[src/hdl/exec_pkg.sv]
package exec_pkg;

	localparam int XLEN       = 32;
	localparam int REG_ADDR_W = 5;
	localparam int SHAMT_W    = 5;

	// one-hot operation bits
	localparam int OP_ADD    = 0;
	localparam int OP_SUB    = 1;
	localparam int OP_XOR    = 2;
	localparam int OP_OR     = 3;
	localparam int OP_AND    = 4;
	localparam int OP_SLL    = 5;
	localparam int OP_SRL    = 6;
	localparam int OP_SRA    = 7;
	localparam int OP_SLT    = 8;
	localparam int OP_SLTU   = 9;
	localparam int OP_ADDI   = 10;
	localparam int OP_XORI   = 11;
	localparam int OP_ORI    = 12;
	localparam int OP_ANDI   = 13;
	localparam int OP_SLLI   = 14;
	localparam int OP_SRLI   = 15;
	localparam int OP_SRAI   = 16;
	localparam int OP_SLTI   = 17;
	localparam int OP_SLTIU  = 18;
	localparam int OP_LOAD   = 19; // all load widths
	localparam int OP_STORE  = 20; // all store widths
	localparam int OP_BEQ    = 21; // branches stay contiguous
	localparam int OP_BNE    = 22;
	localparam int OP_BLT    = 23;
	localparam int OP_BGE    = 24;
	localparam int OP_BLTU   = 25;
	localparam int OP_BGEU   = 26;
	localparam int OP_JAL    = 27;
	localparam int OP_JALR   = 28;
	localparam int OP_LUI    = 29;
	localparam int OP_AUIPC  = 30;
	localparam int OP_CSRRW  = 31; // csr group contiguous
	localparam int OP_CSRRS  = 32;
	localparam int OP_CSRRC  = 33;
	localparam int OP_MUL    = 34; // M group contiguous
	localparam int OP_MULH   = 35;
	localparam int OP_MULHSU = 36;
	localparam int OP_MULHU  = 37;
	localparam int OP_DIV    = 38;
	localparam int OP_DIVU   = 39;
	localparam int OP_REM    = 40;
	localparam int OP_REMU   = 41;
	localparam int N_OPS     = OP_REMU + 1;

	localparam int              CNT_W         = 4;
	localparam logic [CNT_W-1:0] MUL_CYCLES   = 4'd7;
	localparam logic [XLEN-1:0] LINK_OFFSET   = 32'd4;
	localparam logic [XLEN-1:0] INT_MIN_VALUE = 32'h8000_0000;

	// multicycle controller states
	localparam logic [1:0] ST_IDLE  = 2'd0;
	localparam logic [1:0] ST_COUNT = 2'd1;
	localparam logic [1:0] ST_HOLD  = 2'd2;

endpackage
[src/hdl/exec_multicycle_ctrl.sv]
`timescale 1ns/1ps

module exec_multicycle_ctrl (
	input  logic                       i_clk,
	input  logic                       rst,
	input  logic [exec_pkg::N_OPS-1:0] op_i,
	input  logic                       rs_valid_i,
	input  logic                       mem_ready_i,
	output logic                       stall_o
);

	logic [1:0]                 state_q;
	logic [1:0]                 state_d;
	logic [exec_pkg::CNT_W-1:0] cnt_q;
	logic [exec_pkg::CNT_W-1:0] cnt_d;
	logic                       start;
	logic                       cnt_done;
	logic                       busy;

	assign start    = (|op_i[exec_pkg::OP_REMU:exec_pkg::OP_MUL]) & rs_valid_i;
	assign cnt_done = (cnt_q == exec_pkg::MUL_CYCLES);

	always_comb begin
		state_d = state_q;
		cnt_d   = exec_pkg::CNT_W'(1);
		busy    = 1'b0;
		case (state_q)
			exec_pkg::ST_IDLE: begin
				if (start) begin
					busy    = 1'b1; // stall already in the issue cycle
					state_d = exec_pkg::ST_COUNT;
				end
			end
			exec_pkg::ST_COUNT: begin
				if (cnt_done) begin
					if (mem_ready_i) begin
						state_d = exec_pkg::ST_IDLE;
					end else begin
						busy    = 1'b1;
						state_d = exec_pkg::ST_HOLD;
					end
				end else begin
					busy  = 1'b1;
					cnt_d = cnt_q + 1'b1;
				end
			end
			exec_pkg::ST_HOLD: begin
				if (mem_ready_i) state_d = exec_pkg::ST_IDLE;
				else busy = 1'b1; // result waits for memory stage
			end
			default: state_d = exec_pkg::ST_IDLE;
		endcase
	end

	always_ff @(posedge i_clk) begin
		if (rst) begin
			state_q <= exec_pkg::ST_IDLE;
			cnt_q   <= exec_pkg::CNT_W'(1);
		end else begin
			state_q <= state_d;
			cnt_q   <= cnt_d;
		end
	end

	assign stall_o = busy | ~rs_valid_i | ~mem_ready_i;

	a_cnt_range: assert property (@(posedge i_clk) disable iff (rst)
		cnt_q <= exec_pkg::MUL_CYCLES);

	// issue cycle plus the count keep the pipe stalled for the full latency
	a_stall_len: assert property (@(posedge i_clk) disable iff (rst)
		(state_q == exec_pkg::ST_IDLE && start) |-> stall_o [*exec_pkg::MUL_CYCLES]);

endmodule

[config.mk]
export PLATFORM = sky130hd
export DESIGN_NAME = exec_multicycle_ctrl
export DESIGN_NICKNAME = d
export VERILOG_FILES = /design/src/hdl/exec_pkg.sv /design/src/hdl/exec_multicycle_ctrl.sv
export SDC_FILE = /design/constraint.sdc
export NUM_CORES = 1
export LEC_CHECK = 0
export BUFFER_PORTS_ARGS = -buffer_cell sky130_fd_sc_hd__buf_2
export CAP_MARGIN = 10
export CORE_AREA = 2 2 39 41
export CTS_CLUSTER_SIZE = 16
export DETAILED_ROUTE_END_ITERATION = 16
export DIE_AREA = 0 0 41 43
export RECOVER_POWER = 100
export SLEW_MARGIN = 0
export SYNTH_ARGS = -nofsm -noshare
export SYNTH_HDL_FRONTEND = slang
export SYNTH_SLANG_ARGS = --single-unit
[constraint.sdc]
create_clock -name i_clk -period 1.29 [get_ports i_clk]
set_input_delay 0.0645 -clock i_clk [delete_from_list [all_inputs] [get_ports i_clk]]
set_output_delay 0.0645 -clock i_clk [all_outputs]
set_load 0.005 [all_outputs]
**Yosys cells after proc, flatten, opt, wreduce, memory -nomap -nowiden**

Cells that the tools add are included.

- Input bits: 46
- Register bits: 6
- Output and inout port bits: 1

- Bitwise operators: 6
- Equality and inequality tests: 6
- Add/subtract/negate cells: 1
- Reductions and logical operators: 4
- Mux-type cells: 9

Operators by type and width:

| cell | count |
|---|---|
| two-way mux 2 bit | 4 |
| OR reduction 8 bit | 1 |
| inequality test 2 bit (second input constant) | 3 |
| one-hot mux 2 bit (3 select lines) | 1 |
| adder 4 x 1 -> 4 bit (second input constant) | 1 |
| equality test 4 x 3 -> 1 bit (second input constant) | 1 |
| two-way mux 1 bit | 3 |
| NOT 1 bit | 3 |
| one-hot mux 1 bit (3 select lines) | 1 |
| AND reduction 3 bit | 1 |
| OR reduction 3 bit | 1 |
| equality test 2 x 1 -> 1 bit (second input constant) | 1 |
| equality test 2 bit (second input constant) | 1 |
| zero test 2 bit | 1 |
| bitwise OR 1 bit | 2 |
| AND 1 bit | 1 |

**Depth between registers and ports, before layout**

- Depth in word-level cells: 6
- Gate-level depth with buffers: 4
- Depth with buffers taken out: 4

**Least setup slack after synthesis**

OpenSTA, ideal clock, no wires.

- Path kind: reg2reg
- Start point: reg cnt_q[0] (netlist name)
- End point: reg state_q[0]
- Data arrival time: 0.965 ns
- Cell stages (with the launch flop): 5
- Data required time: 1.195 ns
- Path buffers: 0
- Slack: 0.230 ns
- Cells stage by stage: dfxtp_1 > ha_1 > nand3b_1 > nand2_1 > a221oi_1

- Cells in the longest elaborated chain, start to end: 3

Ends and longest elaborated chain:

| what | line | source |
|---|---|---|
| from (decl) | exec_multicycle_ctrl.sv:14 | `logic [exec_pkg::CNT_W-1:0] cnt_q;` |
| from (signal assigned) | exec_multicycle_ctrl.sv:58 | `cnt_q <= exec_pkg::CNT_W'(1);` |
| from (signal assigned) | exec_multicycle_ctrl.sv:61 | `cnt_q <= cnt_d;` |
| equality test 4 x 3 -> 1 bit | exec_multicycle_ctrl.sv:21 | `assign cnt_done = (cnt_q == exec_pkg::MUL_CYCLES);` |
| inequality test 2 bit (no line) | n/a |  |
| AND reduction 3 bit (no line) | n/a |  |
| to (signal assigned) | exec_multicycle_ctrl.sv:57 | `state_q <= exec_pkg::ST_IDLE;` |
| to (signal assigned) | exec_multicycle_ctrl.sv:60 | `state_q <= state_d;` |
| to (decl) | exec_multicycle_ctrl.sv:12 | `logic [1:0] state_q;` |

Every way passes these cells.
A chain may end at the register's enable or synchronous reset.

**Worst setup path after layout**

- Start point: reg cnt_q[1] (netlist name)
- End point: out stall_o

- Cells in the longest elaborated chain, start to end: 5

Ends and longest elaborated chain:

| what | line | source |
|---|---|---|
| equality test 4 x 3 -> 1 bit | exec_multicycle_ctrl.sv:21 |  |
| two-way mux 1 bit | exec_multicycle_ctrl.sv:35 | `if (cnt_done) begin` |
| one-hot mux 1 bit (3 select lines) | exec_multicycle_ctrl.sv:27 | `case (state_q)` |
| bitwise OR 1 bit (2 in series) | exec_multicycle_ctrl.sv:65 | `assign stall_o = busy \| ~rs_valid_i \| ~mem_ready_i;` |
| to (decl) | exec_multicycle_ctrl.sv:9 | `output logic stall_o` |

Every way passes these cells.

==> impl_metrics.json <==
{
  "rsz0062_at_grt": "false",
  "avgSynthCellArea_um2": 9.26,
  "synth-seq-area-share": 0.432,
  "area_delta_synth_final_pct": 51.8,
  "required_ps": 1230,
  "synth_cell_types": 18,
  "drv_slew": 0,
  "period_minus_slack_ps": 1190,
  "clock_skew_ps": 6.59,
  "synth_top_family_by_area": "simple AND/OR/NAND/NOR gates",
  "drc": 0,
  "crit_path_start_kind": "register",
  "maxCapViolations": 0,
  "worst_ep_arrival_time_ps": 1120,
  "ctsHtreeMaxLevel": 1,
  "grt-ovfl-total": 0,
  "dp_hpwl_um": 430,
  "drt-pass1-iter-count": 3,
  "dieArea_um2": 1760,
  "grt_pass1_wl_um": 952,
  "final_common_cell": "buf_2",
  "synth_seq_cells": 6,
  "status": "finished clean",
  "vias": 283,
  "p_per_area_nw_per_um2": 1020,
  "synth_area_um2": 278,
  "worst-path-max-fanout": 2,
  "cp_num_buf_inv": 1,
  "io_buffers": 12,
  "cts_tree": "built",
  "clockRootBuffer": "clkbuf_4",
  "path_delay_family": "flip-flops",
  "fin_nets": 98,
  "period_share": 0.921,
  "std_cell_rows": 14,
  "grt_max_degree": 5,
  "max-vdd-ir-drop_mv": 0.441,
  "finalPower_uw": 432,
  "routedWlPerCell_um": 9.66,
  "path_cells": "ha_4 -> nand3b_1 -> nand2_1 -> nand4_1 -> buf_2",
  "cts_buffers": 3,
  "grt_use_total": 0.0884,
  "die_h_um": 43,
  "crit_path_top_delay_cell": "dfxtp_2",
  "synth_simple_gate_area_frac": 0.338,
  "cts_buffer_depth": 2,
  "routed_wl_um": 628,
  "antenna_found_initial": 0,
  "worstSetupEndpointType": "output port",
  "max_stage_delay_ps": 340,
  "fin_setup_tns_ps": 0,
  "core_um2": 1380,
  "setup_viol": 0,
  "ant_nets": 0,
  "synth_warnings": 0,
  "synthesis.instances": 30,
  "via_per_inst": 4.35,
  "clkTransAtPathRegs_ps": 50,
  "post_route_cells_drive_above_1_share": 0.449,
  "hold_class": "input pin to register",
  "drtIter0Drc": 1,
  "grt_pass1_vias": 276,
  "p_leak_nw": 0.176,
  "slew-limit-headroom": 0.849,
  "insertion_delay_ps": 240,
  "cts.sinks": 6,
  "ios": 47,
  "initial_utilization": 0.201,
  "syn-num-nets": 77,
  "muxShareOfSynthArea": 0,
  "synth_xor_area_frac": 0.0631,
  "hold_violations": 0,
  "max_freq_mhz": 841,
  "synth_compound_area_frac": 0.0811,
  "regToRegSetupSlack_ps": 130,
  "final_cell_mix": "12 x buf_2, 4 x dfxtp_1",
  "die_x_um": 41,
  "cts_hold_buf": 0,
  "tightest_slew_ps": 226,
  "place.gp.congestion": 0.766,
  "antennaDiodeCount": 0,
  "fillers": 140,
  "critPathKind": "register to output port",
  "synth-adder-area-share": 0.0450
}
==> cell usage after synthesis <==
master	number	area, um2
ha_1	1	12.5
a41oi_1	1	8.76
nor2b_1	2	12.5
nand4b_1	1	8.76
or4_1	1	7.51
or4_4	1	11.3
inv_1	3	11.3
a221oi_1	1	8.76
xnor2_1	2	17.5
nand2_1	1	3.75
nand3b_1	2	15.0
nand3_1	1	5.00
nor2_1	3	11.3
nor3_1	1	5.00
nand4_1	1	6.26
dfxtp_1	6	120
o21ai_1	1	5.00
nor3b_1	1	7.51
==> timing repair <==
item / 4_1_cts / 5_1_grt
gates cloned: 0 / 0
gates resized for setup: 2 / 3
pin swaps: 2 / 2
setup endpoints to repair: 1 / 1
buffers inserted: 3 / 0
==> state kept, by name, indices dropped and copies added, names as in the netlist <==
name     count
cnt_q        4
state_q      2
==> power breakdown <==
part | total [mW] | internal [mW] | switching (mW)
Clock | 0.173 | 0.105 | 0.0678
Combinational | 0.0581 | 0.0344 | 0.0237
Sequential | 0.200 | 0.194 | 0.00641
==> worst register-to-register path: cells and delay by family (launching register included) <==
kind | cells | cell delay [ps]
adders and majority gates | 1 | 150
DFF | 1 | 330
AOI/OAI and AO/OA | 1 | 270
buffers and inverters | 1 | 130
and+or+nand+nor | 2 | 170
==> routing by layer <==
| layer | track usage | routed length (um) | up-vias |
|---|---|---|---|
| li1 | - | - | 150 |
| met1 | 0.0643 | 259 | 118 |
| met2 | 0.147 | 314 | 13 |
| met3 | 0.0471 | 41 | 2 |
| met4 | 0.0800 | 12 | 0 |
| met5 | 0 | 0 | - |
==> cell families (layout without fill, tap and decap cells) <==
group	count (synthesis)	count (layout)
and+or+nand+nor	15	15
xor gates and xnor gates	2	2
AOI/OAI and AO/OA	3	3
buffers and inverters	3	22
adders and majority gates	1	1
DFF	6	6
==> area by class of cell <==
class | count | area, um2 | area share
multi-input combinational | 21 | 159 | 0.377
sequential | 6 | 123 | 0.291
timing repair buffer | 16 | 86.3 | 0.205
clock buffer | 3 | 22.5 | 0.0534
tap | 16 | 20.0 | 0.0475
inverter | 3 | 11.3 | 0.0267
==> final timing paths <==
| path | startpoint | endpoint | cells after the start |
|---|---|---|---|
| min reg2reg | cnt_q[0] | cnt_q[0] | 1 |
| max | cnt_q[1] | stall_o | 5 |
| max reg2reg | cnt_q[1] | state_q[0] | 5 |
| min | mem_ready_i | state_q[1] | 2 |
==> stage by stage <==
stage	hold slack (ps)	instances	setup WS (ps)	utilization	area, um2
after floorplan	141	30	230	-	278
after detailed placement	269	59	133	0.264	365
after global placement	273	59	147	0.264	365
after global routing	3.85	65	17.5	0.305	422
final	21.7	65	101	0.305	422
after CTS	9.75	65	26.1	0.299	414
Power figures use the tool's default switching activity.
