===== src/hdl/exec_pkg.sv =====
package exec_pkg;

	localparam int XLEN       = 32;
	localparam int REG_ADDR_W = 5;
	localparam int SHAMT_W    = 5;

	// one-hot operation bits
	localparam int OP_ADD    = 0;
	localparam int OP_SUB    = 1;
	localparam int OP_XOR    = 2;
	localparam int OP_OR     = 3;
	localparam int OP_AND    = 4;
	localparam int OP_SLL    = 5;
	localparam int OP_SRL    = 6;
	localparam int OP_SRA    = 7;
	localparam int OP_SLT    = 8;
	localparam int OP_SLTU   = 9;
	localparam int OP_ADDI   = 10;
	localparam int OP_XORI   = 11;
	localparam int OP_ORI    = 12;
	localparam int OP_ANDI   = 13;
	localparam int OP_SLLI   = 14;
	localparam int OP_SRLI   = 15;
	localparam int OP_SRAI   = 16;
	localparam int OP_SLTI   = 17;
	localparam int OP_SLTIU  = 18;
	localparam int OP_LOAD   = 19; // all load widths
	localparam int OP_STORE  = 20; // all store widths
	localparam int OP_BEQ    = 21; // branches stay contiguous
	localparam int OP_BNE    = 22;
	localparam int OP_BLT    = 23;
	localparam int OP_BGE    = 24;
	localparam int OP_BLTU   = 25;
	localparam int OP_BGEU   = 26;
	localparam int OP_JAL    = 27;
	localparam int OP_JALR   = 28;
	localparam int OP_LUI    = 29;
	localparam int OP_AUIPC  = 30;
	localparam int OP_CSRRW  = 31; // csr group contiguous
	localparam int OP_CSRRS  = 32;
	localparam int OP_CSRRC  = 33;
	localparam int OP_MUL    = 34; // M group contiguous
	localparam int OP_MULH   = 35;
	localparam int OP_MULHSU = 36;
	localparam int OP_MULHU  = 37;
	localparam int OP_DIV    = 38;
	localparam int OP_DIVU   = 39;
	localparam int OP_REM    = 40;
	localparam int OP_REMU   = 41;
	localparam int N_OPS     = OP_REMU + 1;

	localparam int              CNT_W         = 4;
	localparam logic [CNT_W-1:0] MUL_CYCLES   = 4'd7;
	localparam logic [XLEN-1:0] LINK_OFFSET   = 32'd4;
	localparam logic [XLEN-1:0] INT_MIN_VALUE = 32'h8000_0000;

	// multicycle controller states
	localparam logic [1:0] ST_IDLE  = 2'd0;
	localparam logic [1:0] ST_COUNT = 2'd1;
	localparam logic [1:0] ST_HOLD  = 2'd2;

endpackage

===== src/hdl/exec_result_select.sv =====
`timescale 1ns/1ps

module exec_result_select (
	input  logic [exec_pkg::N_OPS-1:0]      op_i,
	input  logic [exec_pkg::REG_ADDR_W-1:0] rd_i,
	input  logic [exec_pkg::XLEN-1:0]       operand1_i,
	input  logic [exec_pkg::XLEN-1:0]       csr_rdata_i,
	input  logic [exec_pkg::XLEN-1:0]       alu_result_i,
	input  logic [exec_pkg::XLEN-1:0]       md_result_i,
	input  logic                            cond_i,
	input  logic [exec_pkg::XLEN-1:0]       target_i,
	input  logic [exec_pkg::XLEN-1:0]       link_i,
	output logic [exec_pkg::XLEN-1:0]       result_1_o,
	output logic [exec_pkg::XLEN-1:0]       result_2_o,
	output logic                            branch_taken_o,
	output logic                            jump_o,
	output logic                            write_reg_o,
	output logic                            write_csr_o
);

	logic is_branch;
	logic is_jump;
	logic is_csr;
	logic is_md;
	logic is_store;
	logic any_op;

	// groups are contiguous in the op vector
	assign is_branch = |op_i[exec_pkg::OP_BGEU:exec_pkg::OP_BEQ];
	assign is_jump   = op_i[exec_pkg::OP_JAL] | op_i[exec_pkg::OP_JALR];
	assign is_csr    = |op_i[exec_pkg::OP_CSRRC:exec_pkg::OP_CSRRW];
	assign is_md     = |op_i[exec_pkg::OP_REMU:exec_pkg::OP_MUL];
	assign is_store  = op_i[exec_pkg::OP_STORE];
	assign any_op    = |op_i;

	always_comb begin
		if (is_branch)   result_1_o = {{(exec_pkg::XLEN-1){1'b0}}, cond_i};
		else if (is_jump) result_1_o = link_i;
		else if (is_csr)  result_1_o = csr_rdata_i; // old csr value goes to rd
		else if (is_md)   result_1_o = md_result_i;
		else              result_1_o = alu_result_i;
	end

	// new csr value or control transfer target
	always_comb begin
		result_2_o = '0;
		if (is_branch || is_jump) result_2_o = target_i;
		else if (op_i[exec_pkg::OP_CSRRW]) result_2_o = operand1_i;
		else if (op_i[exec_pkg::OP_CSRRS]) result_2_o = operand1_i | csr_rdata_i;
		else if (op_i[exec_pkg::OP_CSRRC]) result_2_o = csr_rdata_i & ~operand1_i;
	end

	assign branch_taken_o = is_branch & cond_i;
	assign jump_o         = is_jump;
	assign write_csr_o    = is_csr;
	assign write_reg_o    = any_op & ~is_store & ~is_branch & (rd_i != '0); // x0 never written

	// decode must hand over a one-hot vector
	a_op_onehot: assert final ($onehot0(op_i))
		else $error("exec: more than one operation bit set %h", op_i);

endmodule


===== config.mk =====
export PLATFORM = sky130hd
export DESIGN_NAME = exec_result_select
export DESIGN_NICKNAME = d
export VERILOG_FILES = /design/src/hdl/exec_pkg.sv /design/src/hdl/exec_result_select.sv
export SDC_FILE = /design/constraint.sdc
export NUM_CORES = 1
export LEC_CHECK = 0
export ABC_AREA = 0
export BUFFER_PORTS_ARGS = -buffer_cell sky130_fd_sc_hd__buf_2
export CAP_MARGIN = 0
export CORE_AREA = 2 2 118 120
export DETAILED_ROUTE_END_ITERATION = 10
export DIE_AREA = 0 0 120 122
export PLACE_DENSITY = 0.56
export SETUP_SLACK_MARGIN = 0.3
export SLEW_MARGIN = 20
export SYNTH_ARGS = -nofsm -noshare
export SYNTH_HDL_FRONTEND = slang
export SYNTH_SLANG_ARGS = --single-unit
export TNS_END_PERCENT = 1

===== constraint.sdc =====
create_clock -name vclk -period 3.85
set_input_delay 0.1925 -clock vclk [all_inputs]
set_output_delay 0.1925 -clock vclk [all_outputs]
set_load 0.02 [all_outputs]

After elaboration in Yosys (flattened, before gate mapping)
Index checks and enable logic that the tools add are counted.
{"block": "op_classes", "n_mux": 8, "reduce_logical": 6, "bitwise": 10}
{"op": "32-bit 2-to-1 mux", "count": 8}
{"op": "42-bit OR reduction", "count": 1}
{"op": "32-bit AND", "count": 1}
{"op": "32-bit NOT", "count": 1}
{"op": "32-bit OR", "count": 1}
{"op": "8-bit OR reduction", "count": 1}
{"op": "6-bit OR reduction", "count": 1}
{"op": "5-bit nonzero test", "count": 1}
{"op": "1-bit AND", "count": 4}
{"op": "3-bit OR reduction", "count": 1}
{"op": "1-bit NOT", "count": 2}
{"op": "1-bit logical OR", "count": 1}
{"op": "1-bit OR", "count": 1}
{"block": "word_totals", "ff_bits": 0, "out_inout_bits": 68, "wordCells": 24}

Logic depth before layout (Yosys ltp)
Gate-level depths: netlist of run 1.
{"block": "depth", "depth_word": 6, "mapped_depth": 7}

Worst setup path before layout of run 1
No wires, ideal clock.
{"block": "synth_path", "path_type": "input -> output", "from": "input port op_i[21] (netlist bit)", "to": "output port result_1_o[26] (netlist bit)", "arrival_ns": 2.406, "cell_stages": 6, "path_slack_ns": 1.251, "required_ns": 3.658, "path_cell_list": "or4_4 > or4b_1 > buf_2 > buf_6 > buf_6 > o41ai_1"}
{"block": "synth_via", "elab_chain_len": 2}
{"item": "start: declaration", "line_no": "exec_result_select.sv:4", "source": "input logic [exec_pkg::N_OPS-1:0] op_i,"}
{"item": "6-bit OR reduction", "line_no": "exec_result_select.sv:29", "source": "assign is_branch = |op_i[exec_pkg::OP_BGEU:exec_pkg::OP_BEQ];"}
{"item": "32-bit 2-to-1 mux", "line_no": "exec_result_select.sv:37", "source": "if (is_branch) result_1_o = {{(exec_pkg::XLEN-1){1'b0}}, cond_i};"}
{"item": "end: declaration", "line_no": "exec_result_select.sv:13", "source": "output logic [exec_pkg::XLEN-1:0] result_1_o,"}
No other way between the ends.

Worst setup path in the final report of run 1
{"block": "layout_path", "from": "input port op_i[21] (netlist bit)", "to": "output port result_1_o[28] (netlist bit)"}
Same word-level chain as after synthesis.

==> results of run 1 <==
-- metrics by stage --
stage          hold WS (ns)  instance area [sq um]
2_1_floorplan         0.515                   2010
3_3_place_gp          0.690                   3720
3_5_place_dp          0.684                   3720
4_1_cts               0.684                   3720
5_1_grt               0.704                   3720
6_report              0.679                   3720
-- worst max-delay path: stages --
cell and delay (ns):
buf_2 0.10, or4_4 0.55, or4b_4 0.95, o41ai_1 0.49, buf_2 0.23
-- synth_stat cells --
library cell / number
a2111oi_0: 1
a21o_1: 1
buf_2: 2
buf_6: 3
clkbuf_1: 28
inv_1: 4
mux2i_1: 1
nand2_1: 64
nand3_1: 2
nand4_1: 1
nor2_1: 97
nor2b_1: 32
nor3_1: 4
nor4_1: 6
o21ai_0: 99
o311ai_0: 1
o41ai_1: 16
o41ai_2: 15
or3_1: 2
or4_1: 2
or4_4: 1
or4b_1: 1
-- cell families (layout without fill, tap and decap cells) --
group,Yosys count,count (layout),synth area share (%)
and+or+nand+nor,212,212,46.2
buffers and inverters,37,321,8.17
muxes,1,1,0.499
AOI/OAI and AO/OA,133,133,45.1
-- metal layers --
layer  wire length (um)  GRT usage [%]  up-vias
li1                   -              -     1911
met1               5280           19.2     1696
met2               6330           29.2      194
met3                828           1.26       10
met4                101           1.10        0
met5                  0              0        -
-- worst min-delay path by stage --
stage | startpoint | end | cells after the start
detailed placement | op_i[20] | write_reg_o | 3
global placement | op_i[20] | write_reg_o | 3
finish | op_i[20] | write_reg_o | 3
floorplan | op_i[20] | write_reg_o | 1
CTS | op_i[20] | write_reg_o | 3
global route | op_i[20] | write_reg_o | 3
-- power groups by stage --
stage | combinational [mW] | sequential (mW) | clock, mW
6_report | 0.294 | 0 | 0
5_1_grt | 0.324 | 0 | 0
4_1_cts | 0.295 | 0 | 0
3_5_place_dp | 0.294 | 0 | 0
3_3_place_gp | 0.291 | 0 | 0
2_1_floorplan | 0.113 | 0 | 0
-- layout make-up --
cell class / count / area [sq um] / share of cell area [%]
Inverter: 4 / 15.0 / 0.403
Timing Repair Buffer: 317 / 1610 / 43.2
Multi-Input combinational cell: 346 / 1880 / 50.4
Tap cell: 180 / 225 / 6.05
==> qor.yml, run 1 <==
ys_types: 22
dp_hpwl_mm: 10.1
diodes: 0
grt_max_degree: 96
portBuffers: 308
gp_congestion: 0.820
syn_nets: 623
yosys_warnings: 0
post-route-util_pct: 27.6
cp.required_ns: 3.66
rsz0062_at_grt: "false"
drv_cap: 0
critPathLaunchType: "input port"
crit_fanout: 95
yosys-top-cells-area: "o21ai_0, nor2_1, o41ai_2"
pwr_density_cell_mw_per_mm2: 78.9
peakVddDrop_mv: 0.0267
slew_viol_final: 0
seq_cells: 0
slew_headroom_pct: 32.6
overflow: 0
hp-class: "in -> out"
outcome: "finished, final reports clean"
finalWorstSetupSlack_ns: 1.10
combPwrFrac_pct: 100.0
tns_ns: 0
clkPwrFrac_pct: 0
drive_gt1_share_pct: 50.7
cts_hold_buf: 0
area_delta_synth_final_pct: 85.7
dp_cells: 847
p_leak_nw: 2.05
cp-end-kind: "output port"
synth_top_area_share_pct: 24.7
final_cells: 847
layout.nets: 909
dieArea_sq_mm: 0.0146
drtIter0Drc: 186
p_switching_uw: 154
finalHoldViolCount: 0
start_util_pct: 14.9
netlist_instances: 383
worstSetupPathType: "in -> out"
netlist_area_sq_mm: 0.00201
core_area_sq_mm: 0.0135
worstMarginPinSlew_ns: 1.01
route.detailed.vias_per_inst: 4.50
cts_resized: 0
layout_common_cells: "buf_2, o21ai_0, nor2_1"
antenna_found_initial: 0
report.final.setup_viol: 0
p_int_uw: 140
layout_commonest_cell: "buf_2"
fin_crit_sh_pct: 71.3
fp-row-count: 43
switching_share_pct: 52.4
clock_buffers: 0
die_w_um: 120
startpoint: "op_i[21]"
fin_crit_ns: 2.75
track_usage_pct: 15.2
wirelength_mm: 12.5
grt_pass1_vias: 3446
drc: 0
finalPower_uw: 294
synth_top_area_cell: "o21ai_0"
wl_per_cell_um: 14.8
io_pins: 308
antenna_left: 0
syn_avg_cell_area_sq_um: 5.24
fillers: 1591
fmax_mhz: 364
post-cts-setup-buffers: 0
grt_pass1_wl_mm: 18.0
p_seq_share_pct: 0
cp.arrival_ns: 2.55
endpoint: "result_1_o[28]"
dp_slack_ns: 1.11
seq_area_sq_um: 0
drtPass1Iterations: 4
vias: 3811
ys_seq_area_share_pct: 0
die_height_um: 122
Power figures use the tool's default switching activity.
==> run 2, diff against run 1 <==
CORE_AREA = 2 2 121 123   (was 2 2 118 120)
DIE_AREA = 0 0 123 125   (was 0 0 120 122)
clock period = 2.34 ns   (was 3.85 ns; I/O delays follow)
==> run 2 against run 1 <==
  * Cell count grew 0.94%
  * Die area is 5.0% higher
  * Largest power group unchanged
  * Global-route usage shrank 0.31 points
  * Sequential cell count is the same
  * Utilization is 1.6 points higher
  * First-iteration DRC count down 55%
  * Sequential share of layout area unchanged
  * Clock-buffer cell count unchanged
  * Highest routed layer unchanged
  * Critical path depth grew 1
==> qor.yml, run 2 (synthesis results as in run 1) <==
grt_pass1_wl_mm: 18.5
core_area_sq_mm: 0.0142
cp.buffers_inverters: 3
switching_share_pct: 52.6
antenna_left: 0
die_w_um: 123
worstMarginPinSlew_ns: 0.997
final_area_sq_mm: 0.00415
rsz0062_at_grt: "true"
layout_commonest_cell: "buf_2"
clock_buffers: 0
wirelength_mm: 12.6
antenna_found_initial: 0
holdPathEnd: "result_1_o[8]"
fillers: 1640
dieArea_sq_mm: 0.0154
area_delta_synth_final_pct: 107
cp.arrival_ns: 2.13
layout.nets: 913
crit_chain: "buf_2 -> or4_4 -> or4b_4 -> buf_16 -> o41ai_2 -> buf_4"
diodes: 0
tns_ns: 0
fin_crit_sh_pct: 95.9
dp_slack_ns: 0.0718
pwr_density_cell_mw_per_mm2: 120
route.detailed.vias_per_inst: 4.44
finalWorstSetupSlack_ns: 0.0962
grt_max_degree: 41
report.final.setup_viol: 0
slew_headroom_pct: 33.5
slew_viol_final: 0
crit_slowest_cell: "or4b_4"
io_pins: 308
peakVddDrop_mv: 0.0610
critPathLaunchType: "input port"
die_height_um: 125
grt_pass1_vias: 3723
fmax_mhz: 446
cp-end-kind: "output port"
combPwrFrac_pct: 100.0
p_switching_uw: 262
dp_hpwl_mm: 9.95
vias: 3798
fin_crit_ns: 2.24
drv_cap: 0
post_dp_cell_area_sq_mm: 0.00409
cp.required_ns: 2.22
drtPass1Iterations: 4
finalHoldViolCount: 0
layout_common_cells: "buf_2, o21ai_0, nor2_1"
post-cts-setup-buffers: 0
portBuffers: 308
p_seq_share_pct: 0
clkPwrFrac_pct: 0
critPathTopFamily: "simple AND/OR/NAND/NOR gates"
drtIter0Drc: 84
seq_area_sq_um: 0
holdPathStages: 4
drive_gt1_share_pct: 53.4
hp-class: "in -> out"
wl_per_cell_um: 14.7
p_int_uw: 236
multiInputGateArea_sq_mm: 0.00216
start_util_pct: 14.1
fp-row-count: 44
drc: 0
crit_fanout: 25
outcome: "finished, final reports clean"
cpPeakStageDelay_ns: 0.56
worstSetupPathType: "in -> out"
hp-start: "link_i[8]"
overflow: 0
seq_cells: 0
gp_congestion: 0.787
p_leak_nw: 2.22
track_usage_pct: 14.9
## run 2: changes by cell type in the layout (fill, tap and decap cells not counted), sizes merged
cell | previous run | this run
bufbuf | 0 | 1
buf | 317 | 320
## run 2: area by class of cell
cell class	instances	area share [%]
well taps	184	5.55
repair buffers	321	42.0
multi-input cells	346	52.1
inverters	4	0.362
## run 2: how the worst max path moves through the flow
stage	from	end	slack (ns)	cells after the start
finish	op_i[21]	result_1_o[10]	0.1	6
global route	op_i[21]	result_1_o[15]	0.04	6
CTS	op_i[21]	result_1_o[10]	0.09	6
detailed placement	op_i[21]	result_1_o[10]	0.07	6
global placement	op_i[21]	result_1_o[15]	0.07	6
floorplan	op_i[21]	result_1_o[26]	0.13	6
## run 2: per-stage QoR
| step | instances | power [mW] | util [%] | hold WS [ns] |
|---|---|---|---|---|
| floorplan | 383 | 0.202 | - | 0.322 |
| global placement | 854 | 0.497 | 28.8 | 0.538 |
| detailed placement | 854 | 0.500 | 28.8 | 0.537 |
| CTS | 855 | 0.503 | 29.1 | 0.536 |
| global route | 855 | 0.553 | 29.2 | 0.548 |
| finish | 855 | 0.498 | 29.2 | 0.525 |
## run 2: per-layer routing
layer | GRT usage (%) | vias up | share of wire, %
li1 | - | 1923 | -
met1 | 17.2 | 1697 | 40
met2 | 30.3 | 172 | 52
met3 | 1.19 | 6 | 7.0
met4 | 1.00 | 0 | 0.75
met5 | 0 | - | 0
## run 2: repair_timing
action,in CTS,in global routing
endpoints found under the setup margin,52,64
pin swaps,1,0
gates cloned,1,0
gates resized for setup,6,2
hold buffers,0,0
## run 2: power groups by stage
| stage | clock network (mW) | registers, mW | logic [mW] |
|---|---|---|---|
| 2_1_floorplan | 0 | 0 | 0.202 |
| 6_report | 0 | 0 | 0.498 |
| 3_5_place_dp | 0 | 0 | 0.500 |
| 5_1_grt | 0 | 0 | 0.553 |
| 3_3_place_gp | 0 | 0 | 0.497 |
| 4_1_cts | 0 | 0 | 0.503 |
