<file path="src/hdl/exec_pkg.sv">
package exec_pkg;

	localparam int XLEN       = 32;
	localparam int REG_ADDR_W = 5;
	localparam int SHAMT_W    = 5;

	// one-hot operation bits
	localparam int OP_ADD    = 0;
	localparam int OP_SUB    = 1;
	localparam int OP_XOR    = 2;
	localparam int OP_OR     = 3;
	localparam int OP_AND    = 4;
	localparam int OP_SLL    = 5;
	localparam int OP_SRL    = 6;
	localparam int OP_SRA    = 7;
	localparam int OP_SLT    = 8;
	localparam int OP_SLTU   = 9;
	localparam int OP_ADDI   = 10;
	localparam int OP_XORI   = 11;
	localparam int OP_ORI    = 12;
	localparam int OP_ANDI   = 13;
	localparam int OP_SLLI   = 14;
	localparam int OP_SRLI   = 15;
	localparam int OP_SRAI   = 16;
	localparam int OP_SLTI   = 17;
	localparam int OP_SLTIU  = 18;
	localparam int OP_LOAD   = 19; // all load widths
	localparam int OP_STORE  = 20; // all store widths
	localparam int OP_BEQ    = 21; // branches stay contiguous
	localparam int OP_BNE    = 22;
	localparam int OP_BLT    = 23;
	localparam int OP_BGE    = 24;
	localparam int OP_BLTU   = 25;
	localparam int OP_BGEU   = 26;
	localparam int OP_JAL    = 27;
	localparam int OP_JALR   = 28;
	localparam int OP_LUI    = 29;
	localparam int OP_AUIPC  = 30;
	localparam int OP_CSRRW  = 31; // csr group contiguous
	localparam int OP_CSRRS  = 32;
	localparam int OP_CSRRC  = 33;
	localparam int OP_MUL    = 34; // M group contiguous
	localparam int OP_MULH   = 35;
	localparam int OP_MULHSU = 36;
	localparam int OP_MULHU  = 37;
	localparam int OP_DIV    = 38;
	localparam int OP_DIVU   = 39;
	localparam int OP_REM    = 40;
	localparam int OP_REMU   = 41;
	localparam int N_OPS     = OP_REMU + 1;

	localparam int              CNT_W         = 4;
	localparam logic [CNT_W-1:0] MUL_CYCLES   = 4'd7;
	localparam logic [XLEN-1:0] LINK_OFFSET   = 32'd4;
	localparam logic [XLEN-1:0] INT_MIN_VALUE = 32'h8000_0000;

	// multicycle controller states
	localparam logic [1:0] ST_IDLE  = 2'd0;
	localparam logic [1:0] ST_COUNT = 2'd1;
	localparam logic [1:0] ST_HOLD  = 2'd2;

endpackage
</file>
<file path="src/hdl/exec_branch_unit.sv">
`timescale 1ns/1ps

module exec_branch_unit (
	input  logic [exec_pkg::N_OPS-1:0] op_i,
	input  logic [exec_pkg::XLEN-1:0]  operand1_i,
	input  logic [exec_pkg::XLEN-1:0]  operand2_i,
	input  logic [exec_pkg::XLEN-1:0]  imm_i,
	input  logic [exec_pkg::XLEN-1:0]  pc_i,
	output logic                       cond_o,
	output logic [exec_pkg::XLEN-1:0]  target_o,
	output logic [exec_pkg::XLEN-1:0]  link_o
);

	logic eq;
	logic lt_s;
	logic lt_u;

	assign eq   = (operand1_i == operand2_i);
	assign lt_s = $signed(operand1_i) < $signed(operand2_i);
	assign lt_u = operand1_i < operand2_i;

	always_comb begin
		cond_o = 1'b0;
		if (op_i[exec_pkg::OP_BEQ]) begin
			cond_o = eq;
		end else if (op_i[exec_pkg::OP_BNE]) begin
			cond_o = ~eq;
		end else if (op_i[exec_pkg::OP_BLT]) begin
			cond_o = lt_s;
		end else if (op_i[exec_pkg::OP_BGE]) begin
			cond_o = ~lt_s;
		end else if (op_i[exec_pkg::OP_BLTU]) begin
			cond_o = lt_u;
		end else if (op_i[exec_pkg::OP_BGEU]) begin
			cond_o = ~lt_u;
		end
	end

	// jalr is register relative, everything else pc relative
	assign target_o = op_i[exec_pkg::OP_JALR] ? operand1_i + imm_i : pc_i + imm_i;

	assign link_o = pc_i + exec_pkg::LINK_OFFSET; // return address

endmodule

</file>
<file path="config.mk">
export PLATFORM = sky130hd
export DESIGN_NAME = exec_branch_unit
export DESIGN_NICKNAME = d
export VERILOG_FILES = /design/src/hdl/exec_pkg.sv /design/src/hdl/exec_branch_unit.sv
export SDC_FILE = /design/constraint.sdc
export NUM_CORES = 1
export LEC_CHECK = 0
export BUFFER_PORTS_ARGS = -buffer_cell sky130_fd_sc_hd__buf_2
export CAP_MARGIN = 20
export CELL_PAD_IN_SITES_DETAIL_PLACEMENT = 0
export CELL_PAD_IN_SITES_GLOBAL_PLACEMENT = 1
export CORE_MARGIN = 2
export CORE_UTILIZATION = 29
export DETAILED_ROUTE_END_ITERATION = 16
export PLACE_DENSITY_LB_ADDON = 0.3
export SLEW_MARGIN = 10
export SYNTH_ARGS = -nofsm -noshare
export SYNTH_HDL_FRONTEND = slang
export SYNTH_SLANG_ARGS = --single-unit
</file>
<file path="constraint.sdc">
create_clock -name vclk -period 3.8
set_input_delay 0 -clock vclk [all_inputs]
set_output_delay 0 -clock vclk [all_outputs]
set_load 0.02 [all_outputs]
</file>
## After elaboration in Yosys (flattened, before gate mapping)

Index checks and enable logic that the tools add are counted.

- Muxes and demuxes: 7
- Add/sub/neg operators: 3
- Magnitude comparators: 2
- Equal/unequal tests: 1
- Bitwise operators: 3

Operator list:

| kind | number |
|---|---|
| 32-bit adder | 2 |
| 32-bit less-than comparator | 2 |
| 32-bit by 3-bit adder with 32-bit output (second input constant) | 1 |
| 32-bit equality test | 1 |
| 32-bit 2-to-1 mux | 1 |
| 1-bit 2-to-1 mux | 6 |
| 1-bit inverter | 3 |

- Flip-flop bits (word level): 0

## Longest topological paths before layout

Gate-level depths: netlist of run 1.

- Depth after elaboration: 8
- Gate-level depth with buffers: 15
- Depth with buffers taken out: 13

## Least setup slack after synthesis of run 1

No wires, ideal clock.

- Kind: in2out
- From: in op_i[28] (netlist bit)
- To: out target_o[31] (netlist bit)
- Path slack: 0.665 ns
- Buffers on the path: 2
- Cell stages on the path: 13
- Arrival: 3.135 ns
- Cells stage by stage: clkbuf_1 > clkbuf_1 > mux2_2 > ha_1 > a2111oi_4 > o21ai_2 > a41oi_2 > a211o_2 > a21oi_2 > a2111oi_2 > o21bai_1 > a21oi_1 > xnor2_1

- Longest elaborated chain between the ends: 1

RTL lines:

| item | RTL line | source |
|---|---|---|
| start: declaration | exec_branch_unit.sv:4 | `input logic [exec_pkg::N_OPS-1:0] op_i,` |
| 32-bit 2-to-1 mux | exec_branch_unit.sv:40 | `assign target_o = op_i[exec_pkg::OP_JALR] ? operand1_i + imm_i : pc_i + imm_i;` |
| end: declaration | exec_branch_unit.sv:10 | `output logic [exec_pkg::XLEN-1:0] target_o,` |

No other way between the ends.

## Worst setup path after layout of run 1

Same ends and word-level chain as after synthesis.

==> impl_results.md, run 1 <==
- Post-synth top area cell: ha_1
- Gr usage total: 17.2%
- Core ar.: 10900 sq um
- Yosys top cell area share: 24.6%
- Number of core rows: 38
- Final antenna-violating net count: 0
- CP max stage delay: 0.39 ns
- Core Util, Final: 40.5%
- Chip height: 110 microns
- Main area contributors after synthesis: ha_1 25%, xnor2_1 11%, mux2_2 10%
- WL/cell: 14.6 microns
- Max cap viols: 0
- Crit. End Element: output pin
- Hold Slack: 0.232 ns
- Commonest non-fill, non-tap cell in the layout: buf_2
- Number of global-route vias before repair: 3721
- TNS Setup: 0 ns
- Fmax: 309 MHz
- Max-slew headroom: 68.6%
- Synthesized net count: 671
- Crit path launch: op_i[28]
- I/O pins: 235
- Commonest non-fill, non-tap cells in the layout: 200 x buf_2, 64 x ha_1, 45 x inv_1
- Distinct cells, synth: 52
- Share of post-route cells with drive strength above 1: 38.7%
- Post-synthesis sequential area ratio: 0%
- Crit Path Class: in2out
- CP Launch Type: input port
- Fin nets: 867
- Actual slew at the worst max-slew pin: 0.467 ns
- DR DRC count: 0
- WHS Path Cells: 2
- FF+latch count: 0
- Die W: 110 microns
- Fill cells: 1182
- Fin worst setup slack: 0.559 ns
- Design area: 4410 sq um
- Endpoints failing hold: 0
- CP max FO: 12
- Placement Setup Slack: 0.545 ns
- I/O Buffers: 200
- Layout area overhead: 35.5%
- Cell leakage power: 2.35 nW
- Worst hold path type: in2out
- Worst VDD drop: 0.0949 mV
- Placement Cell Area: 4410 sq um
- Initial antenna violation count: 0
- Routed vias: 3771
- Yosys warnings: 0
- Final setup vio count: 0
- CP required: 3.80 ns
- Largest net degree at the start of global routing: 14
- Total Wirelength: 11200 microns
- TritonRoute pass-1 iters: 4
- DIE AREA: 12100 sq um
- Diodes inserted: 0
- Hold-fix buffers, CTS: 0
- Final non-filler cell total: 770
- Initial DRC count: 144
- Critical Path AT: 3.24 ns
- Sequential cell area: 0 sq um
- Gp weighted congestion: 0.797
- RSZ-0062 raised after global routing: false
- Dpl hpwl: 10300 microns
- Worst path slowest cell: a311o_1
- Fin. max-slew vios: 0
- DP Cell Count: 770
- Final period util: 85.3%
- CP Cell Sequence: buf_2, buf_4, mux2_2, ha_1, a21oi_1, o21ai_1, a311o_1, nor3_2, a21oi_2, a2111oi_2, o21bai_1, a21oi_1, xnor2_1, buf_2
- Clock buffers: 0
- Vias per cell: 4.90
- Min-Delay Startpoint: pc_i[0]
- Post-CTS Setup Bufs: 0
- Min Tclk post-route: 3.24 ns
- Pwr dens: 191 nW/um^2
- Congestion Overflow GR: 0
- Worst Hold End: link_o[0]
- CTS-repair resized insts: 0
- Post-Synthesis Cell Area: 3250 sq um
- Global-route wire length before repair: 16800 microns
- Status: finished, final reports clean
- Design Power: 0.840 mW
- Initial Util: 29.9%
- Synthesized area per cell: 7.46 sq um
- Syn Inst Count: 436
==> worst max-delay path by stage <==
stage,endpoint,depth (start not counted)
6_report,target_o[31],14
5_1_grt,target_o[31],14
4_1_cts,target_o[31],14
3_5_place_dp,target_o[31],14
3_3_place_gp,target_o[31],14
2_1_floorplan,target_o[31],13
==> power by group <==
| group | leakage (nW) | total [mW] | internal [mW] | switching (mW) |
|---|---|---|---|---|
| Clock | 0 | 0 | 0 | 0 |
| Combinational | 2.35 | 0.840 | 0.354 | 0.487 |
| Sequential | 0 | 0 | 0 | 0 |
| Total | 2.35 | 0.840 | 0.354 | 0.487 |
==> cell type report <==
| type | count | area, sq um | area share (%) |
|---|---|---|---|
| repair buffers | 202 | 1020 | 23.1 |
| inverters | 45 | 169 | 3.83 |
| well taps | 140 | 175 | 3.98 |
| multi-input cells | 383 | 3050 | 69.1 |
==> cells by family after synthesis <==
family                     count (synthesis)  share of synthesized area [%]
buffers and inverters                     53                           6.35
and+or+nand+nor                          114                           17.8
AOI/OAI and AO/OA                        114                           24.0
xor gates and xnor gates                  57                           15.4
adders and majority gates                 65                           25.2
muxes                                     33                           11.3
==> critical path, delay by kind of cell <==
| family | cells | cell delay [ns] |
|---|---|---|
| AOI/OAI and AO/OA | 7 | 1.52 |
| buffers and inverters | 3 | 0.72 |
| muxes | 1 | 0.35 |
| adders and majority gates | 1 | 0.34 |
| and+or+nand+nor | 1 | 0.17 |
| xor gates and xnor gates | 1 | 0.13 |
==> cell usage after synthesis, types with 2 or more instances <==
| cell type | instances |
|---|---|
| xor2_1 | 16 |
| a21oi_1 | 42 |
| nor3_1 | 5 |
| a21o_1 | 20 |
| nor2_1 | 20 |
| or2_2 | 3 |
| a211oi_1 | 3 |
| nand2_1 | 30 |
| clkbuf_1 | 6 |
| and4_1 | 2 |
| ha_1 | 64 |
| o21a_1 | 3 |
| nand4_1 | 15 |
| o21ai_0 | 15 |
| and3_1 | 8 |
| and2_1 | 2 |
| o211ai_1 | 2 |
| nand3_1 | 13 |
| a21boi_0 | 3 |
| nand2b_1 | 4 |
| xnor2_1 | 41 |
| o31a_1 | 2 |
| buf_4 | 2 |
| mux2_2 | 29 |
| nor3b_1 | 3 |
| a311o_1 | 2 |
| inv_1 | 45 |
| nor2b_1 | 6 |
| mux2i_1 | 4 |
| o21bai_1 | 4 |
==> per-layer routing <==
layer	track usage [%]	routed length, microns	up-vias
met5	0	0	-
met4	0.995	42	0
met3	1.36	715	4
met2	33.2	5580	124
met1	21.6	4900	1675
li1	-	-	1968
Note: power is estimated with default switching activity, not from simulation.
==> run 2: changes to the inputs <==
- PLACE_DENSITY: not set -> 0.85
- PLACE_DENSITY_LB_ADDON: 0.3 -> not set
==> run 2 against run 1 <==
Net effect:
- fmax is 1.8% higher
- power is 0.97% higher
- die area stayed put
- worst setup slack better by 0.056 ns
- critical endpoint unchanged
- worst hold slack better by 0.0016 ns
- first-iteration DRC count is 20% lower
- wire length is 0.73% higher
- count of clock-buffer cells in the layout stayed put
- largest cell class unchanged
- non-clock buffer count is 1 higher
- sequential cell count stayed put
- critical path type unchanged
- via count is 2.1% higher
- critical path depth stayed put
==> impl_results.md, run 2 (synthesis results as in run 1) <==
- Status: finished, final reports clean
- Pwr dens: 192 nW/um^2
- CTS-repair resized insts: 0
- Share of post-route cells with drive strength above 1: 38.8%
- CP Launch Type: input port
- Fin nets: 868
- Initial Util: 29.9%
- TritonRoute pass-1 iters: 4
- RSZ-0062 raised after global routing: false
- FF+latch count: 0
- Fin worst setup slack: 0.615 ns
- Fmax: 314 MHz
- DP Cell Count: 771
- Gp weighted congestion: 0.881
- Number of core rows: 38
- Largest net degree at the start of global routing: 14
- DR DRC count: 0
- Final period util: 83.8%
- Crit Path Class: in2out
- Initial DRC count: 115
- Layout area overhead: 35.7%
- Routed vias: 3851
- Cell leakage power: 2.35 nW
- I/O pins: 235
- Core ar.: 10900 sq um
- Die W: 110 microns
- Final non-filler cell total: 771
- WL/cell: 14.7 microns
- Worst path slowest cell: a211oi_1
- Number of global-route vias before repair: 3640
- Fin. max-slew vios: 0
- I/O Buffers: 200
- Congestion Overflow GR: 0
- DIE AREA: 12100 sq um
- Worst hold path type: in2out
- Dpl hpwl: 10200 microns
- TNS Setup: 0 ns
- Sequential cell area: 0 sq um
- Post-CTS Setup Bufs: 0
- Worst VDD drop: 0.124 mV
- CP max FO: 10
- Min Tclk post-route: 3.18 ns
- Commonest non-fill, non-tap cell in the layout: buf_2
- Hold-fix buffers, CTS: 0
- Most frequent CP cell: buf_2
- Crit. End Element: output pin
- Gr usage total: 17.0%
- Global-route wire length before repair: 16800 microns
- Critical Path AT: 3.18 ns
- Placement Setup Slack: 0.590 ns
- Final setup vio count: 0
- Max-slew headroom: 68.6%
- Vias per cell: 4.99
- Actual slew at the worst max-slew pin: 0.467 ns
- Endpoints failing hold: 0
- Final antenna-violating net count: 0
- Initial antenna violation count: 0
- CP Cell Sequence: buf_2, mux2i_1, inv_1, ha_1, a211oi_1, o21ai_2, a41oi_2, a211o_2, a21oi_2, a2111oi_2, o21bai_1, a21oi_1, xnor2_1, buf_2
- Diodes inserted: 0
- Total Wirelength: 11300 microns
- CP max stage delay: 0.45 ns
- CP required: 3.80 ns
- Chip height: 110 microns
- Max cap viols: 0
- Commonest non-fill, non-tap cells in the layout: 200 x buf_2, 64 x ha_1, 45 x inv_1
- Clock buffers: 0
[run 2: changes by cell type in the layout (fill, tap and decap cells not counted)]
cell   before  now
buf_4       2    3
[run 2: per-stage QoR]
step                power (mW)  hold WS (ns)  instance area, sq um  utilization [%]
global route             0.928         0.250                  4410             40.5
detailed placement       0.845         0.237                  4410             40.5
global placement         0.835         0.232                  4410             40.5
CTS                      0.850         0.237                  4410             40.5
finish                   0.848         0.233                  4410             40.5
floorplan                0.559        0.0822                  3250                -
[run 2: critical path, delay by kind of cell]
| family | cells | cell delay (ns) |
|---|---|---|
| AO/OA/AOI/OAI | 8 | 1.94 |
| XOR/XNOR | 1 | 0.13 |
| adder cells (fa/ha/maj) | 1 | 0.29 |
| buffers and inverters | 3 | 0.48 |
| multiplexers | 1 | 0.34 |
[run 2: report_power, final]
part	total [mW]	internal (mW)	switching, mW
Combinational	0.848	0.355	0.493
Sequential	0	0	0
Clock	0	0	0
[run 2: path summary, 6_finish.rpt]
kind / from / cells after the start / slack [ns] / endpoint
worst min-delay path: pc_i[0] / 2 / 0.23 / link_o[0]
worst max-delay path: op_i[28] / 14 / 0.62 / target_o[31]
[run 2: per-layer routing]
metal	wire [microns]	vias up	global-route usage, %	share of wire [%]
met5	0	-	0	0
met4	67	0	1.08	0.59
met3	544	6	0.711	4.8
met2	5540	117	31.5	49
met1	5170	1754	22.5	46
li1	-	1974	-	-
[run 2: cell type report]
class	count	area (sq um)
fillers	1139	6470
inverters	45	169
well taps	140	175
repair buffers	203	1020
multi-input cells	383	3050
==> run 3: changes to the inputs <==
- clock period: 3.8 -> 3.3 ns (I/O delays scaled with it)
==> run 3 against run 2 <==
Net effect:
- worst setup slack got worse by 0.35 ns
- sequential share of layout area unchanged
- sequential cell count unchanged
- largest power group unchanged
- highest routed layer unchanged
==> impl_results.md, run 3 (synthesis results as in run 1) <==
- Fill cells: 1152
- Fmax: 329 MHz
- Pwr dens: 222 nW/um^2
- Initial antenna violation count: 0
- Commonest non-fill, non-tap cell in the layout: buf_2
- Final antenna-violating net count: 0
- CP required: 3.30 ns
- WL/cell: 14.6 microns
- DR DRC count: 0
- Largest net degree at the start of global routing: 14
- Endpoints failing hold: 0
- I/O pins: 235
- Worst VDD drop: 0.135 mV
- Fin. max-slew vios: 0
- Final non-filler cell total: 774
- Comb pwr share: 100.0%
- Routed vias: 3865
- Final period util: 92.1%
- Max cap viols: 0
- Actual slew at the worst max-slew pin: 0.460 ns
- Net Sw Frac: 57.8%
- CP max FO: 13
- Chip height: 110 microns
- Gp weighted congestion: 0.854
- Core Util, Final: 41.0%
- Dpl hpwl: 10300 microns
- Die W: 110 microns
- RSZ-0062 raised after global routing: false
- GRT met3 Usage: 1.01%
- Crit. End Element: output pin
- I/O Buffers: 200
- Worst hold path type: in2out
- Number of global-route vias before repair: 3673
- Min Tclk post-route: 3.04 ns
- Clock buffers: 0
- Total Wirelength: 11300 microns
- Sequential cell area: 0 sq um
- Initial Util: 29.9%
- Final setup vio count: 0
- Worst Hold End: link_o[0]
- Layout area overhead: 37.2%
- Core ar.: 10900 sq um
- Status: finished, final reports clean
- Number of core rows: 38
- Cell leakage power: 2.37 nW
- GRT met2 Usage: 31.2%
- Power share of the sequential group: 0%
- Diodes inserted: 0
- DP Cell Count: 774
- Internal power: 0.417 mW
- Gr usage total: 17.3%
- Clk pwr share: 0%
- Crit Path Class: in2out
- Initial DRC count: 116
- Max-slew headroom: 69.1%
- GR peak layer: met2
- Min-Delay Startpoint: pc_i[0]
- Vias per cell: 4.99
- TritonRoute pass-1 iters: 4
- CP Launch Type: input port
- Critical Path AT: 3.04 ns
- FF+latch count: 0
- TNS Setup: 0 ns
- Share of post-route cells with drive strength above 1: 39.4%
- Hold Slack: 0.228 ns
- DIE AREA: 12100 sq um
- P_sw: 0.571 mW
- Congestion Overflow GR: 0
- Global-route wire length before repair: 17100 microns
- Fin nets: 871
- Commonest non-fill, non-tap cells in the layout: 199 x buf_2, 64 x ha_1, 45 x inv_1
- WHS Path Cells: 2
- GR met1 Demand/Resource: 23.7%
[run 3: final cells by class]
cell class | instances | area (sq um) | share of cell area (%)
Tap cell | 140 | 175 | 3.93
Multi-Input combinational cell | 383 | 3060 | 68.5
Timing Repair Buffer | 206 | 1060 | 23.8
Inverter | 45 | 169 | 3.79
[run 3: timing repair]
item / 4_1_cts / 5_1_grt
buffers inserted: 0 / 0
hold buffers: 0 / 0
endpoints found under the setup margin: 0 / 2
gates resized for setup: 0 / 3
[run 3: routing by layer]
| metal | wire [microns] | vias to the layer above |
|---|---|---|
| li1 | - | 1984 |
| met1 | 5210 | 1770 |
| met2 | 5540 | 108 |
| met3 | 543 | 3 |
| met4 | 19 | 0 |
| met5 | 0 | - |
[run 3: worst max-delay path, cell delays in order]
cell and delay [ns]:
clkbuf_4 0.20, buf_12 0.16, mux2_2 0.34, ha_1 0.29
a21oi_1 0.18, o21ai_1 0.12, a311o_1 0.40, nor3_2 0.17
a21oi_2 0.13, a2111oi_2 0.38, o21bai_1 0.14, a21oi_1 0.19
xnor2_1 0.13, buf_2 0.18
[run 3: power groups by stage]
| stage | logic, mW | clock network [mW] | registers (mW) |
|---|---|---|---|
| finish | 0.988 | 0 | 0 |
| global route | 1.09 | 0 | 0 |
| CTS | 0.990 | 0 | 0 |
| detailed placement | 0.984 | 0 | 0 |
| global placement | 0.971 | 0 | 0 |
| floorplan | 0.644 | 0 | 0 |
[run 3: how the worst max path moves through the flow]
| stage | start | end | slack, ns |
|---|---|---|---|
| 3_5_place_dp | op_i[28] | target_o[31] | 0.23 |
| 5_1_grt | op_i[28] | target_o[31] | 0.02 |
| 4_1_cts | op_i[28] | target_o[31] | 0.21 |
| 6_report | op_i[28] | target_o[31] | 0.26 |
| 3_3_place_gp | op_i[28] | target_o[31] | 0.22 |
| 2_1_floorplan | op_i[28] | target_o[31] | 0.17 |
[run 3: metrics by stage]
step           worst slack (ns)  area [sq um]  power [mW]
4_1_cts                   0.212          4450       0.990
6_report                  0.261          4460       0.988
2_1_floorplan             0.165          3250       0.644
3_3_place_gp              0.216          4450       0.971
5_1_grt                  0.0240          4460        1.09
3_5_place_dp              0.227          4450       0.984
